--- src/source/fcvt_pkg.sv ---
//--------------------------------------------------------------------------
// Conversion unit shared types, op and rounding codes, and round decision
//--------------------------------------------------------------------------
`default_nettype none

package fcvt_pkg;

  // --------------------------------------------------------------------------
  // Vector types
  // --------------------------------------------------------------------------
  // Integer operand or result
  typedef logic [31:0] word_t;
  // Single-precision bit pattern
  typedef logic [31:0] fp32_t;
  // Bit 1 is int to float, bit 0 is unsigned
  typedef logic [1:0]  fcvt_op_t;
  // IEEE rounding mode as carried by the frm field
  typedef logic [2:0]  rm_t;

  // Operation codes
  localparam fcvt_op_t OP_W_S  = 2'b00;
  localparam fcvt_op_t OP_WU_S = 2'b01;
  localparam fcvt_op_t OP_S_W  = 2'b10;
  localparam fcvt_op_t OP_S_WU = 2'b11;

  // Rounding modes, 101 to 111 fall back to truncation
  localparam rm_t RM_RNE = 3'b000;
  localparam rm_t RM_RTZ = 3'b001;
  localparam rm_t RM_RDN = 3'b010;
  localparam rm_t RM_RUP = 3'b011;
  localparam rm_t RM_RMM = 3'b100;

  // Single-precision format
  localparam int FP_BIAS    = 127;
  localparam int FP_EXP_MAX = 255;

  // --------------------------------------------------------------------------
  // Round decision
  // --------------------------------------------------------------------------
  // Returns one when the kept magnitude must step up by one unit
  function automatic logic round_increment(input rm_t  rm,
                                           input logic sign,
                                           input logic lsb,
                                           input logic guard,
                                           input logic sticky);
    logic inc;
    case (rm)
      // Ties go to the even neighbour
      RM_RNE:  inc = guard & (sticky | lsb);
      RM_RTZ:  inc = 1'b0;
      // Toward minus infinity grows negative magnitudes only
      RM_RDN:  inc = sign & (guard | sticky);
      // Toward plus infinity grows positive magnitudes only
      RM_RUP:  inc = ~sign & (guard | sticky);
      // Ties away from zero
      RM_RMM:  inc = guard;
      default: inc = 1'b0;
    endcase
    return inc;
  endfunction

endpackage

`default_nettype wire

--- src/source/fcvt_ctrl.sv ---
//--------------------------------------------------------------------------
// Conversion sequencer: start/busy/done handshake, operand capture,
// stage enables and output registers
//--------------------------------------------------------------------------
`timescale 1ns/1ps
`default_nettype none

module fcvt_ctrl import fcvt_pkg::*; (
  input  wire       clk,
  input  wire       reset_n,
  input  wire       start,
  input  fcvt_op_t  op,
  input  rm_t       rm,
  input  word_t     int_operand,
  input  fp32_t     fp_operand,
  input  fp32_t     i2f_result,
  input  wire       i2f_nx,
  input  word_t     f2i_result,
  input  wire       f2i_nv,
  input  wire       f2i_nx,
  output logic      busy,
  output logic      done,
  output logic      stage1_en,
  output logic      stage2_en,
  output logic      op_unsigned,
  output rm_t       rm_q,
  output word_t     int_q,
  output fp32_t     fp_q,
  output word_t     int_result,
  output fp32_t     fp_result,
  output logic      flag_nv,
  output logic      flag_nx
);

  typedef enum logic [1:0] {
    ST_IDLE,
    ST_NORMALIZE,
    ST_ROUND,
    ST_DONE
  } state_t;

  state_t   state;
  fcvt_op_t op_q;
  logic     accept;

  // Start only counts while idle, nothing is queued
  assign accept = start & (state == ST_IDLE);

  // --------------------------------------------------------------------------
  // FSM
  // --------------------------------------------------------------------------
  always_ff @(posedge clk or negedge reset_n) begin
    if (!reset_n) begin
      state <= ST_IDLE;
    end else begin
      case (state)
        ST_IDLE:      state <= accept ? ST_NORMALIZE : ST_IDLE;
        ST_NORMALIZE: state <= ST_ROUND;
        ST_ROUND:     state <= ST_DONE;
        default:      state <= ST_IDLE;
      endcase
    end
  end

  assign busy      = (state != ST_IDLE);
  // Stage 1 of each datapath, then stage 2 one cycle later
  assign stage1_en = (state == ST_NORMALIZE);
  assign stage2_en = (state == ST_ROUND);

  // Operand capture on acceptance, caller is free afterwards
  always_ff @(posedge clk) begin
    if (accept) begin
      op_q  <= op;
      rm_q  <= rm;
      int_q <= int_operand;
      fp_q  <= fp_operand;
    end
  end

  assign op_unsigned = op_q[0];

  // --------------------------------------------------------------------------
  // Result select and output registers
  // --------------------------------------------------------------------------
  always_ff @(posedge clk or negedge reset_n) begin
    if (!reset_n) begin
      done       <= 1'b0;
      int_result <= '0;
      fp_result  <= '0;
      flag_nv    <= 1'b0;
      flag_nx    <= 1'b0;
    end else begin
      // One-cycle pulse as the DONE state is left
      done <= (state == ST_DONE);
      if (state == ST_DONE) begin
        unique case (op_q)
          OP_W_S, OP_WU_S: begin
            int_result <= f2i_result;
            fp_result  <= '0;
            flag_nv    <= f2i_nv;
            flag_nx    <= f2i_nx;
          end
          OP_S_W, OP_S_WU: begin
            int_result <= '0;
            fp_result  <= i2f_result;
            // Every integer is representable, never invalid
            flag_nv    <= 1'b0;
            flag_nx    <= i2f_nx;
          end
        endcase
      end
    end
  end

endmodule

`default_nettype wire

--- src/source/fcvt_int_to_fp.sv ---
//--------------------------------------------------------------------------
// Integer to single conversion, normalize stage then round stage
//--------------------------------------------------------------------------
`timescale 1ns/1ps
`default_nettype none

module fcvt_int_to_fp import fcvt_pkg::*; (
  input  wire   clk,
  input  wire   reset_n,
  input  wire   stage1_en,
  input  wire   stage2_en,
  input  wire   op_unsigned,
  input  rm_t   rm_q,
  input  word_t int_q,
  output fp32_t i2f_result,
  output logic  i2f_nx
);

  logic        neg;
  word_t       mag;
  logic [4:0]  lzc;
  word_t       norm;

  // Stage 1 registers
  logic        s1_zero;
  logic        s1_sign;
  logic [7:0]  s1_exp;
  logic [22:0] s1_man;
  logic        s1_guard;
  logic        s1_sticky;

  logic        inc;
  logic [23:0] man_sum;

  // --------------------------------------------------------------------------
  // Stage 1: sign, magnitude, leading zero count, normalize
  // --------------------------------------------------------------------------
  always_comb begin
    // Unsigned operands are never negative
    neg = ~op_unsigned & int_q[31];
    mag = neg ? (~int_q + 32'd1) : int_q;
    // Highest set bit wins
    lzc = 5'd0;
    for (int i = 0; i < 32; i++) begin
      if (mag[i]) begin
        lzc = 5'(31 - i);
      end
    end
    // Leading one lands in bit 31 and is hidden
    norm = mag << lzc;
  end

  always_ff @(posedge clk or negedge reset_n) begin
    if (!reset_n) begin
      s1_zero   <= 1'b0;
      s1_sign   <= 1'b0;
      s1_exp    <= '0;
      s1_man    <= '0;
      s1_guard  <= 1'b0;
      s1_sticky <= 1'b0;
    end else if (stage1_en) begin
      s1_zero   <= (mag == '0);
      s1_sign   <= neg;
      s1_exp    <= 8'(FP_BIAS + 31) - {3'b000, lzc};
      s1_man    <= norm[30:8];
      s1_guard  <= norm[7];
      s1_sticky <= |norm[6:0];
    end
  end

  // --------------------------------------------------------------------------
  // Stage 2: round, carry into exponent
  // --------------------------------------------------------------------------
  assign inc     = round_increment(rm_q, s1_sign, s1_man[0], s1_guard, s1_sticky);
  // All-ones mantissa plus one wraps to zero and carries out
  assign man_sum = {1'b0, s1_man} + {23'd0, inc};

  always_ff @(posedge clk or negedge reset_n) begin
    if (!reset_n) begin
      i2f_result <= '0;
      i2f_nx     <= 1'b0;
    end else if (stage2_en) begin
      if (s1_zero) begin
        // Plus zero, exact
        i2f_result <= '0;
        i2f_nx     <= 1'b0;
      end else begin
        // Exponent tops out at 159, no overflow possible
        i2f_result <= {s1_sign, s1_exp + {7'd0, man_sum[23]}, man_sum[22:0]};
        i2f_nx     <= s1_guard | s1_sticky;
      end
    end
  end

endmodule

`default_nettype wire

--- src/source/fcvt_fp_to_int.sv ---
//--------------------------------------------------------------------------
// Single to integer conversion, classify and align stage then round and
// saturate stage
//--------------------------------------------------------------------------
`timescale 1ns/1ps
`default_nettype none

module fcvt_fp_to_int import fcvt_pkg::*; (
  input  wire   clk,
  input  wire   reset_n,
  input  wire   stage1_en,
  input  wire   stage2_en,
  input  wire   op_unsigned,
  input  rm_t   rm_q,
  input  fp32_t fp_q,
  output word_t f2i_result,
  output logic  f2i_nv,
  output logic  f2i_nx
);

  logic              exp_all_ones;
  logic [7:0]        exp_eff;
  logic [23:0]       mant;
  logic signed [9:0] unb_exp;
  logic [5:0]        shamt;
  logic [57:0]       aligned;

  // Stage 1 registers
  logic        s1_sign;
  logic        s1_nan;
  logic        s1_inf;
  logic        s1_big;
  logic [32:0] s1_int;
  logic        s1_guard;
  logic        s1_sticky;

  logic        inc;
  logic [32:0] mag;
  logic        ovf;
  word_t       sat_pos;
  word_t       sat_neg;
  word_t       res_d;
  logic        nv_d;
  logic        nx_d;

  // --------------------------------------------------------------------------
  // Stage 1: classify, right-align against the unbiased exponent
  // --------------------------------------------------------------------------
  assign exp_all_ones = (fp_q[30:23] == 8'(FP_EXP_MAX));
  // Subnormals use exponent 1 without the hidden bit; zero drops out as 0
  assign exp_eff = (fp_q[30:23] == 8'd0) ? 8'd1 : fp_q[30:23];
  assign mant    = {fp_q[30:23] != 8'd0, fp_q[22:0]};
  assign unb_exp = $signed({2'b00, exp_eff}) - $signed(10'(FP_BIAS));

  always_comb begin
    // Tiny values clamp so the mantissa only feeds sticky
    if (unb_exp < -10'sd2) begin
      shamt = 6'd33;
    end else if (unb_exp > 10'sd31) begin
      shamt = 6'd0;
    end else begin
      shamt = 6'(10'sd31 - unb_exp);
    end
    // Units bit sits at index 25, guard at 24
    aligned = {1'b0, mant, 33'd0} >> shamt;
  end

  always_ff @(posedge clk or negedge reset_n) begin
    if (!reset_n) begin
      s1_sign   <= 1'b0;
      s1_nan    <= 1'b0;
      s1_inf    <= 1'b0;
      s1_big    <= 1'b0;
      s1_int    <= '0;
      s1_guard  <= 1'b0;
      s1_sticky <= 1'b0;
    end else if (stage1_en) begin
      s1_sign   <= fp_q[31];
      s1_nan    <= exp_all_ones & (fp_q[22:0] != '0);
      s1_inf    <= exp_all_ones & (fp_q[22:0] == '0);
      s1_big    <= (unb_exp > 10'sd31);
      s1_int    <= aligned[57:25];
      s1_guard  <= aligned[24];
      s1_sticky <= |aligned[23:0];
    end
  end

  // --------------------------------------------------------------------------
  // Stage 2: round, sign, saturate
  // --------------------------------------------------------------------------
  // Magnitude below 2^32, so the 33-bit sum cannot wrap
  assign inc = round_increment(rm_q, s1_sign, s1_int[0], s1_guard, s1_sticky);
  assign mag = s1_int + {32'd0, inc};

  assign sat_pos = op_unsigned ? 32'hffff_ffff : 32'h7fff_ffff;
  assign sat_neg = op_unsigned ? 32'h0000_0000 : 32'h8000_0000;

  always_comb begin
    // Range check on the rounded magnitude
    if (op_unsigned) begin
      ovf = s1_sign ? (mag != '0) : mag[32];
    end else begin
      ovf = s1_sign ? (mag > 33'h0_8000_0000) : (mag > 33'h0_7fff_ffff);
    end
    nv_d = 1'b1;
    nx_d = 1'b0;
    if (s1_nan) begin
      res_d = sat_pos;
    end else if (s1_inf || s1_big || ovf) begin
      res_d = s1_sign ? sat_neg : sat_pos;
    end else begin
      // Unsigned negative that rounds to zero lands here as exact 0
      res_d = s1_sign ? (~mag[31:0] + 32'd1) : mag[31:0];
      nv_d  = 1'b0;
      nx_d  = s1_guard | s1_sticky;
    end
  end

  always_ff @(posedge clk or negedge reset_n) begin
    if (!reset_n) begin
      f2i_result <= '0;
      f2i_nv     <= 1'b0;
      f2i_nx     <= 1'b0;
    end else if (stage2_en) begin
      f2i_result <= res_d;
      f2i_nv     <= nv_d;
      f2i_nx     <= nx_d;
    end
  end

endmodule

`default_nettype wire

--- src/source/fcvt_unit.sv ---
//--------------------------------------------------------------------------
// RISC-V single-precision conversion unit top level
//--------------------------------------------------------------------------
`timescale 1ns/1ps
`default_nettype none

module fcvt_unit import fcvt_pkg::*; (
  input  wire      clk,
  input  wire      reset_n,
  input  wire      start,
  input  fcvt_op_t op,
  input  rm_t      rm,
  input  word_t    int_operand,
  input  fp32_t    fp_operand,
  output logic     busy,
  output logic     done,
  output word_t    int_result,
  output fp32_t    fp_result,
  output logic     flag_nv,
  output logic     flag_nx
);

  // Sequencer to datapaths
  logic  stage1_en;
  logic  stage2_en;
  logic  op_unsigned;
  rm_t   rm_q;
  word_t int_q;
  fp32_t fp_q;

  // Datapaths back to the sequencer
  fp32_t i2f_result;
  logic  i2f_nx;
  word_t f2i_result;
  logic  f2i_nv;
  logic  f2i_nx;

  fcvt_ctrl ctrl_i (
    .clk         (clk),
    .reset_n     (reset_n),
    .start       (start),
    .op          (op),
    .rm          (rm),
    .int_operand (int_operand),
    .fp_operand  (fp_operand),
    .i2f_result  (i2f_result),
    .i2f_nx      (i2f_nx),
    .f2i_result  (f2i_result),
    .f2i_nv      (f2i_nv),
    .f2i_nx      (f2i_nx),
    .busy        (busy),
    .done        (done),
    .stage1_en   (stage1_en),
    .stage2_en   (stage2_en),
    .op_unsigned (op_unsigned),
    .rm_q        (rm_q),
    .int_q       (int_q),
    .fp_q        (fp_q),
    .int_result  (int_result),
    .fp_result   (fp_result),
    .flag_nv     (flag_nv),
    .flag_nx     (flag_nx)
  );

  // Both datapaths step together, the sequencer picks one by op
  fcvt_int_to_fp i2f_i (
    .clk         (clk),
    .reset_n     (reset_n),
    .stage1_en   (stage1_en),
    .stage2_en   (stage2_en),
    .op_unsigned (op_unsigned),
    .rm_q        (rm_q),
    .int_q       (int_q),
    .i2f_result  (i2f_result),
    .i2f_nx      (i2f_nx)
  );

  fcvt_fp_to_int f2i_i (
    .clk         (clk),
    .reset_n     (reset_n),
    .stage1_en   (stage1_en),
    .stage2_en   (stage2_en),
    .op_unsigned (op_unsigned),
    .rm_q        (rm_q),
    .fp_q        (fp_q),
    .f2i_result  (f2i_result),
    .f2i_nv      (f2i_nv),
    .f2i_nx      (f2i_nx)
  );

endmodule

`default_nettype wire

--- config.mk ---
export PLATFORM = sky130hd
export DESIGN_NAME = fcvt_unit
export DESIGN_NICKNAME = d
export VERILOG_FILES = /design/src/source/fcvt_pkg.sv /design/src/source/fcvt_ctrl.sv /design/src/source/fcvt_int_to_fp.sv /design/src/source/fcvt_fp_to_int.sv /design/src/source/fcvt_unit.sv
export SDC_FILE = /design/constraint.sdc
export NUM_CORES = 1
export LEC_CHECK = 0
export BUFFER_PORTS_ARGS = -buffer_cell sky130_fd_sc_hd__buf_2
export CAP_MARGIN = 30
export CORE_ASPECT_RATIO = 0.9
export CORE_UTILIZATION = 55
export CTS_CLUSTER_DIAMETER = 150
export DETAILED_ROUTE_END_ITERATION = 8
export PLACE_DENSITY = 0.74
export SLEW_MARGIN = 20
export SYNTH_ARGS = -nofsm -noshare
export SYNTH_HDL_FRONTEND = slang
export SYNTH_SLANG_ARGS = --single-unit
--- constraint.sdc ---
create_clock -name clk -period 10.21 [get_ports clk]
set_input_delay 1.021 -clock clk [delete_from_list [all_inputs] [get_ports clk]]
set_output_delay 1.021 -clock clk [all_outputs]
set_load 0.05 [all_outputs]
# Word-level counts from Yosys, hierarchy flattened
# Cells that the tools add are included.
# classes
addsub	8
multipliers	0
n_div	0
order_cmp	4
n_eq_ne	10
n_shift	2
mux	59
bitwise	19
n_reduce_logical	16
# op_table
op	n
2-to-1 mux 32 bit	8
2-to-1 mux 5 bit	32
one-hot mux 32 bit (2 select lines)	2
adder 32 x 1 -> 32 bit, second input constant	2
NOT 32 bit	2
>> shifter 57 x 6 -> 58 bit	1
adder 33 x 1 -> 33 bit	1
> comparator 33 x 31 -> 1 bit, second input constant	1
> comparator 33 x 32 -> 1 bit, second input constant	1
nonzero test 33 bit	1
logical NOT 32 bit	1
<< shifter 32 x 5 -> 31 bit	1
adder 23 x 1 -> 24 bit	1
OR reduction 24 bit	1
logical NOT 23 bit	1
nonzero test 23 bit	1
2-to-1 mux 6 bit	2
bitwise AND 1 bit	10
> comparator 9 x 6 -> 1 bit, second input constant	1
less-than comparator 9 x 2 -> 1 bit, second input constant	1
2-to-1 mux 1 bit	9
subtractor 8 x 7 -> 9 bit, second input constant	1
adder 8 x 1 -> 8 bit	1
equality test 2 bit, second input constant	4
other kinds (20)	32
# word_totals
regBits	279
latch_bits	0
ramBits	0
rom_bits	0
inputBits	72
out_inout_bits	68
elab_cells	146
mem_count	0

# Longest topological paths before layout
# Gate-level depths: netlist of run 1.
# logic_depth
word_depth	37
mapped_depth	24
mapped_depth_nobuf	18

# By module
# A second synthesis of run 1 with hierarchy kept.
# unflattened
hier_cells	2188
area_unflattened_um2	19477.4
# modules_own_cells
module	n_inst	cells_each	area_per_inst_um2	seq_area_each_um2
fcvt_fp_to_int	1	973	7378.3	1801.7
fcvt_int_to_fp	1	849	7086.8	1701.6
fcvt_ctrl	1	366	5012.3	3798.6

# Worst setup path before layout of run 1
# Ideal clock, no wire load.
# synth_timing
path_type	register -> register
startpoint	register f2i_i.s1_sign
endpoint	register f2i_i.f2i_result[10]
setup_time_ps	65
arrival_ps	5064
required_time_ps	10145
setup_slack_ps	5080
stages_incl_launch_ff	25
n_path_buf	6
period_less_slack_ps	5130
cell_sequence	dfrtp_1 clkbuf_1 inv_1 clkbuf_1 clkbuf_1 nor3_1 nor3_1 a21oi_1 ha_1 ha_1 clkbuf_1 nand4_1 nor4_1 and4b_1 nand3_1 o21a_1 o32a_1 nor4_1 o211ai_1 o22a_1 clkbuf_1 and2_1 clkbuf_1 a2111oi_0 o22a_1
# synth_between
elab_chain_len	10
elab_cells_between_ends	18
cone_classes	add/sub: 2; order compare: 2; mux: 8; bitwise: 4; reduce/logical: 2
# synth_rtl
item	line_no	rtl
start: declaration	fcvt_fp_to_int.sv:29	logic s1_sign;
start signal: assignment	fcvt_fp_to_int.sv:78	s1_sign <= fp_q[31];
NOT 1 bit	fcvt_pkg.sv:54	RM_RUP: inc = ~sign & (guard | sticky);
bitwise AND 1 bit	fcvt_pkg.sv:54	
one-hot mux 1 bit (4 select lines)	fcvt_pkg.sv:47	case (rm)
adder 33 x 1 -> 33 bit	fcvt_fp_to_int.sv:93	assign mag = s1_int + {32'd0, inc};
> comparator 33 x 31 -> 1 bit, or another cell as far along	fcvt_fp_to_int.sv:103	ovf = s1_sign ? (mag > 33'h0_8000_0000) : (mag > 33'h0_7fff_ffff);
2-to-1 mux 1 bit (on tied branches)	fcvt_fp_to_int.sv:103, fcvt_fp_to_int.sv:101	
2-to-1 mux 1 bit	fcvt_fp_to_int.sv:100	if (op_unsigned) begin
logical OR 1 bit	fcvt_fp_to_int.sv:109	end else if (s1_inf || s1_big || ovf) begin
2-to-1 mux 32 bit *	fcvt_fp_to_int.sv:109	
2-to-1 mux 32 bit *	fcvt_fp_to_int.sv:107	if (s1_nan) begin
end signal: assignment	fcvt_fp_to_int.sv:125	f2i_result <= res_d;
end: declaration	fcvt_fp_to_int.sv:16	output word_t f2i_result,
# Every way passes the cells marked *; elsewhere a longest branch is shown, timed or not.
# A chain may end at the register's enable or synchronous reset.

# Worst setup path after layout of run 1
# layout_timing
startpoint	register f2i_i.s1_sign
endpoint	register f2i_i.f2i_result[6]
# The elaborated chain is that of the path after synthesis.

==> results.ini, run 1 <==
[run_status]
outcome = finished clean

[cells_and_area]
final_nets = 2211
layout_common_cells = dfrtp_1, nand2_1, nor2_1, o21ai_0, buf_2
final_common_cell = dfrtp_1
area_delta_synth_final_pct = 10.9
diodes = 0
layout.cells.non_filler = 2564
drive_gt1_frac = 0.134

[routing]
drt_iter0_markers = 1945
routed_wl_mm = 50.1
wl_per_cell_um = 19.6
dr.pass1.iters = 7
ant_nets = 0
drcViolationCount = 0
vias = 16343
drt-vias-per-instance = 6.37

[global_routing]
antenna_found_initial = 0
grtUsageTotal = 0.290
grt_pass1_wl_mm = 80.2
first_global_vias = 14595
grt_start_max_net_pins = 77
gr-total-overflow = 0

[timing]
maxSlewHeadroom = 0.384
setup-violations-final = 0
min_period_ns = 6.23
slew_violations = 0
max_freq_mhz = 161
worst_pin_slew_ns = 0.924
rsz0062_at_grt = false
period_share = 0.610
fin_skew_ns = 0.0197
finalHoldViolations = 0
fin_tns_setup_ns = 0

[worst_setup_path]
path_class = reg -> reg
crit_family = simple AND/OR/NAND/NOR gates
worstPathRequired_ns = 10.67
startpoint_type = register
path_cells = buf_4 > or3_1 > a21oi_1 > ha_1 > ha_1 > nand3_1 > xnor2_1 > nor3b_1 > nand4_1 > nor3_1 > nand3_1 > nor3_1 > a21oi_1 > o22a_1 > buf_4 > nor2_1 > a2111oi_0 > o22a_1
crit_path_end_kind = register
critPathArrivalTime_ns = 6.69
cp_num_buf_inv = 2
slowest_delay_ns = 0.72
crit_fanout = 35
crit_slowest_cell = nor3_1

[pwr]
ir_worst_vdd_mv = 0.196
switching_share = 0.461
p_int_w = 0.00316
seqPwrFrac = 0.328
p_clk_frac = 0.182
power_frac_comb = 0.490
p_per_area_nw_per_um2 = 290
p_switching_w = 0.00270
cellLeakagePower_nw = 8.13

[clock_tree]
cts_tree = done
clk_path_buf_depth = 3
clkTransAtPathRegs_ns = 0.06
cts_resized = 0
ctsHtreeMaxLevel = 1
root_buffer = clkbuf_16
hold_buffers = 0
cts_buffers = 30
insertion_delay_ns = 0.58
cts_setup_buffers = 0
cts_sinks = 278

[yosys]
netlist_area_um2 = 18300
synthFlopType = dfrtp_1
ys_ff_latch = 278
seq_area_frac_synth = 0.400
synth_cell_types = 89
synth.avg_cell_area_um2 = 8.85
syn_nets = 2149
netlist_instances = 2062
yosysWarnings = 0
async_flop_share = 0.752
synth_edf_count = 69

[floorplanning]
initial_core_util = 0.566
row_count = 62
core_area_um2 = 32300
die_area_um2 = 33900
io_pins = 140
dieHeight_um = 175
die_x_um = 194

[placement]
dp.cells = 2498
gp_congestion = 0.938
dp_hpwl_mm = 36.1
io_buffers = 139

[run]
cap_violations = 0

[min_path]
hold_path.class = in -> async

[registers in the layout, indices dropped and copies added (netlist names), 2 cells and up]
name / flops
i2f_i.s1_exp: 8
ctrl_i.state: 2
i2f_i.i2f_result: 32
ctrl_i.fp_result: 32
f2i_i.s1_int: 32
ctrl_i.int_result: 32
ctrl_i.rm_q: 3
ctrl_i.fp_q: 32
ctrl_i.op_q: 2
f2i_i.f2i_result: 32
i2f_i.s1_man: 23
ctrl_i.int_q: 32
[synthesized netlist by cell type (all sizes together), types with 28 or more instances]
| master | number | area, um^2 |
|---|---|---|
| nor3 | 63 | 315 |
| xor2 | 43 | 377 |
| a21oi | 70 | 350 |
| mux2i | 122 | 1230 |
| xnor2 | 56 | 490 |
| nor2 | 146 | 548 |
| clkbuf | 113 | 424 |
| buf | 30 | 180 |
| dfrtp | 209 | 5230 |
| nand3b | 37 | 278 |
| mux2 | 34 | 383 |
| nand2 | 160 | 601 |
| nor4 | 38 | 244 |
| o211ai | 28 | 210 |
| nand4 | 35 | 219 |
| o22ai | 44 | 275 |
| edfxtp | 69 | 2070 |
| inv | 135 | 507 |
| nand3 | 91 | 455 |
| o21ai | 154 | 782 |
[power by group through the flow]
stage               logic [W]  clock network, W  registers (W)
floorplan             0.00187                 0        0.00211
finish                0.00288           0.00107        0.00192
detailed placement    0.00279                 0        0.00193
global route          0.00312           0.00113        0.00197
CTS                   0.00281           0.00109        0.00191
global placement      0.00274                 0        0.00192
[worst reg2reg max path, delay by kind of cell (launching register included)]
family | cells | cell delay [ns]
AOI/OAI and AO/OA | 5 | 1.02
xor gates and xnor gates | 1 | 0.28
adders and majority gates | 2 | 0.70
buffers and inverters | 2 | 0.49
DFF | 1 | 0.37
and+or+nand+nor | 8 | 3.24
[final timing paths]
| kind | from | endpoint | slack [ns] | cells after the start |
|---|---|---|---|---|
| max | f2i_i.s1_sign$_DFFE_PN0N_ | f2i_i.f2i_result[6]$_DFFE_PN0N_ | 3.98 | 18 |
| max in group asynchronous | reset_n | f2i_i.s1_int[3]$_DFFE_PN0N_ | 8.51 | 2 |
| min | reset_n | ctrl_i.fp_result[18]$_DFFE_PN0P_ | 0.46 | 1 |
| min reg2reg | ctrl_i.fp_q[31]$_DFFE_PP_ | f2i_i.s1_sign$_DFFE_PN0N_ | 0.46 | 2 |
| max reg2reg | f2i_i.s1_sign$_DFFE_PN0N_ | f2i_i.f2i_result[6]$_DFFE_PN0N_ | 3.98 | 18 |
| min in group clk | ctrl_i.fp_q[31]$_DFFE_PP_ | f2i_i.s1_sign$_DFFE_PN0N_ | 0.46 | 2 |
[layer usage]
layer	track usage	share of wire	routed length [um]	up-vias
met2	0.411	0.41	20600	724
met5	0	0	0	-
met3	0.0386	0.073	3640	83
li1	-	-	-	7712
met4	0.0711	0.020	1000	0
met1	0.460	0.50	24900	7824
[area by class of cell]
class / instances / area [um^2]
clock buffer: 47 / 876
inverter: 137 / 515
multi-input combinational: 1504 / 9860
tap: 416 / 520
fill: 2806 / 12000
clock inverter: 9 / 111
timing repair buffer: 173 / 1050
sequential: 278 / 7300
[kinds of logic after synthesis]
group | synth area share
AND/OR/NAND/NOR | 0.199
AO/OA/AOI/OAI | 0.192
buffers and inverters | 0.0614
flip-flops | 0.400
multiplexers | 0.0898
XOR/XNOR | 0.0475
adder cells (fa/ha/maj) | 0.0103
[through the flow]
step / util / cell area [um^2] / hold WS [ns] / total power, W / setup slack, ns
2_1_floorplan: - / 18300 / 0.430 / 0.00398 / 5.08
3_3_place_gp: 0.590 / 19100 / 0.445 / 0.00466 / 4.24
3_5_place_dp: 0.592 / 19100 / 0.447 / 0.00472 / 4.24
4_1_cts: 0.623 / 20100 / 0.463 / 0.00581 / 4.19
5_1_grt: 0.627 / 20200 / 0.494 / 0.00622 / 3.61
6_report: 0.627 / 20200 / 0.457 / 0.00587 / 3.98
Power figures use the tool's default switching activity.
==> inputs of run 2 (changes only) <==
- PLACE_DENSITY: 0.74 -> 0.77
- clock period: 10.21 -> 5 ns (I/O delays scaled with it)
==> results.ini, run 2 (synthesis results as in run 1) <==
[run_status]
outcome = finished clean

[worst_setup_path]
worstPathRequired_ns = 5.45  ; -5.22 ns
slowest_delay_ns = 0.56  ; -0.16 ns
crit_family = simple AND/OR/NAND/NOR gates
crit_fanout = 31  ; -11%
crit_top_cell = or4_1
cp_num_buf_inv = 1  ; -1
path_cells = or4_1 > or4_1 > or3_4 > o41a_1 > o22a_1 > or4_4 > o21ai_4 > buf_12 > mux2i_1 > mux2i_2 > mux2_2 > a222oi_1 > nand2_1
path_class = reg -> reg
crit_slowest_cell = or4_1
crit_path_end_kind = register
startpoint_type = register
critPathArrivalTime_ns = 5.25  ; -1.44 ns

[routing]
wl_per_cell_um = 19.1  ; -2.2%
drt_iter0_markers = 1716  ; -12%
drt-vias-per-instance = 6.24  ; -2.1%
dr.pass1.iters = 6  ; -1
drcViolationCount = 0  ; unchanged
routed_wl_mm = 50.1  ; -0.15%
ant_nets = 0  ; unchanged
vias = 16347  ; +0.024%

[timing]
min_period_ns = 4.80  ; -1.43 ns
setup-violations-final = 0  ; unchanged
period_share = 0.960  ; +0.350
max_freq_mhz = 208  ; +30%
fin_tns_setup_ns = 0  ; unchanged
post-route-worst-setup-slack_ns = 0.200  ; -3.78 ns
fin_skew_ns = 0.0120  ; -0.00775 ns
worst_pin_slew_ns = 0.927  ; +0.00281 ns
finalHoldViolations = 0  ; unchanged
slew_violations = 0  ; unchanged
maxSlewHeadroom = 0.366  ; -0.0178

[floorplanning]
initial_core_util = 0.566  ; unchanged
die_x_um = 194  ; unchanged
core_area_um2 = 32300  ; unchanged
row_count = 62  ; unchanged
dieHeight_um = 175  ; unchanged
die_area_um2 = 33900  ; unchanged
io_pins = 140  ; unchanged

[clock_tree]
clkTransAtPathRegs_ns = 0.07  ; about the same
cts_sinks = 278  ; unchanged
ctsHtreeMaxLevel = 1  ; unchanged
cts_buffers = 29  ; -3.3%
cts_tree = done
clk_path_buf_depth = 3  ; unchanged
insertion_delay_ns = 0.57  ; about the same
root_buffer = clkbuf_16

[placement]
io_buffers = 139  ; unchanged
dp_hpwl_mm = 37.1  ; +2.7%
gp_congestion = 0.942  ; +0.43%
dp_slack_ns = 0.0859  ; -4.15 ns
dp.cells = 2560  ; +2.5%

[pwr]
cellLeakagePower_nw = 8.40  ; +3.3%
ir_worst_vdd_mv = 0.385  ; +97%
p_per_area_nw_per_um2 = 586  ; +100%

[cells_and_area]
layout.cells.non_filler = 2619  ; +2.1%
final_nets = 2267  ; +2.5%
drive_gt1_frac = 0.165  ; +0.0312
layout_common_cells = dfrtp_1, nand2_1, nor2_1, o21ai_0, buf_2
diodes = 0  ; unchanged
area_delta_synth_final_pct = 13.7
final_common_cell = dfrtp_1

[min_path]
hold_path.class = in -> reg

[global_routing]
grt_start_max_net_pins = 115  ; +49%
grtUsageTotal = 0.289  ; -0.000945
antenna_found_initial = 1  ; +1
grt_pass1_wl_mm = 80.1  ; -0.15%
first_global_vias = 15001  ; +2.8%
gr-total-overflow = 0  ; unchanged

[run]
cap_violations = 0  ; unchanged

-- run 2: cell count changes in the layout (fill, tap and decap cells not counted), sizes merged --
cell,change
buf,+58
clkbuf,-1
clkinv,-4
dlygate4sd3,+1
dlymetal6s2s,-1
inv,+2
-- run 2: final cells by class --
class / count / area, um^2
Multi-Input combinational cell: 1504 / 9950
Sequential cell: 278 / 7300
Tap cell: 416 / 520
Fill cell: 2735 / 11500
Clock buffer: 47 / 876
Timing Repair Buffer: 230 / 1490
Clock inverter: 7 / 91.3
Inverter: 137 / 515
-- run 2: worst paths after layout --
kind / start / to / slack [ns] / cells after the start
worst max-delay path: ctrl_i.int_q[7]$_DFFE_PP_ / i2f_i.s1_man[21]$_DFFE_PN0N_ / 0.20 / 13
worst min-delay path: fp_operand[26] / ctrl_i.fp_q[26]$_DFFE_PP_ / 0.1 / 1
worst max register to register: ctrl_i.int_q[7]$_DFFE_PP_ / i2f_i.s1_man[21]$_DFFE_PN0N_ / 0.20 / 13
worst min register to register: f2i_i.f2i_result[24]$_DFFE_PN0N_ / f2i_i.f2i_result[24]$_DFFE_PN0N_ / 0.50 / 1
max in group asynchronous: reset_n / f2i_i.s1_int[8]$_DFFE_PN0N_ / 3.87 / 3
min in group asynchronous: reset_n / ctrl_i.fp_result[17]$_DFFE_PN0P_ / 0.36 / 2
-- run 2: metal layers --
metal	track usage	vias to the layer above	part of all wire	wire [um]
met5	0	-	0	0
met4	0.0741	0	0.022	1110
met3	0.0396	83	0.073	3680
met2	0.420	722	0.42	21000
met1	0.448	7724	0.48	24300
li1	-	7818	-	-
-- run 2: per-stage QoR --
step                instance area, um^2  hold WS [ns]  utilization  power, W
floorplan                         18300         0.204            -   0.00813
global placement                  19600         0.474        0.607   0.00969
detailed placement                19600         0.490        0.608   0.00984
CTS                               20600        0.0742        0.638    0.0120
global route                      20700        0.0749        0.643    0.0129
finish                            20700        0.0967        0.643    0.0122
-- run 2: report_power, final --
| group | total [W] | internal (W) | leakage (nW) | switching, W |
|---|---|---|---|---|
| Sequential | 0.00389 | 0.00317 | 3.23 | 0.000723 |
| Clock | 0.00216 | 0.00126 | 0.473 | 0.000901 |
| Combinational | 0.00611 | 0.00218 | 4.69 | 0.00392 |
| Total | 0.0122 | 0.00661 | 8.40 | 0.00555 |
-- run 2: what timing repair did --
| action | in CTS | in global routing |
|---|---|---|
| hold buffers | 0 | 1 |
| buffers inserted | 0 | 2 |
| resized for setup | 0 | 22 |
| setup endpoints to repair | 0 | 47 |
| hold endpoints to repair | 0 | 18 |
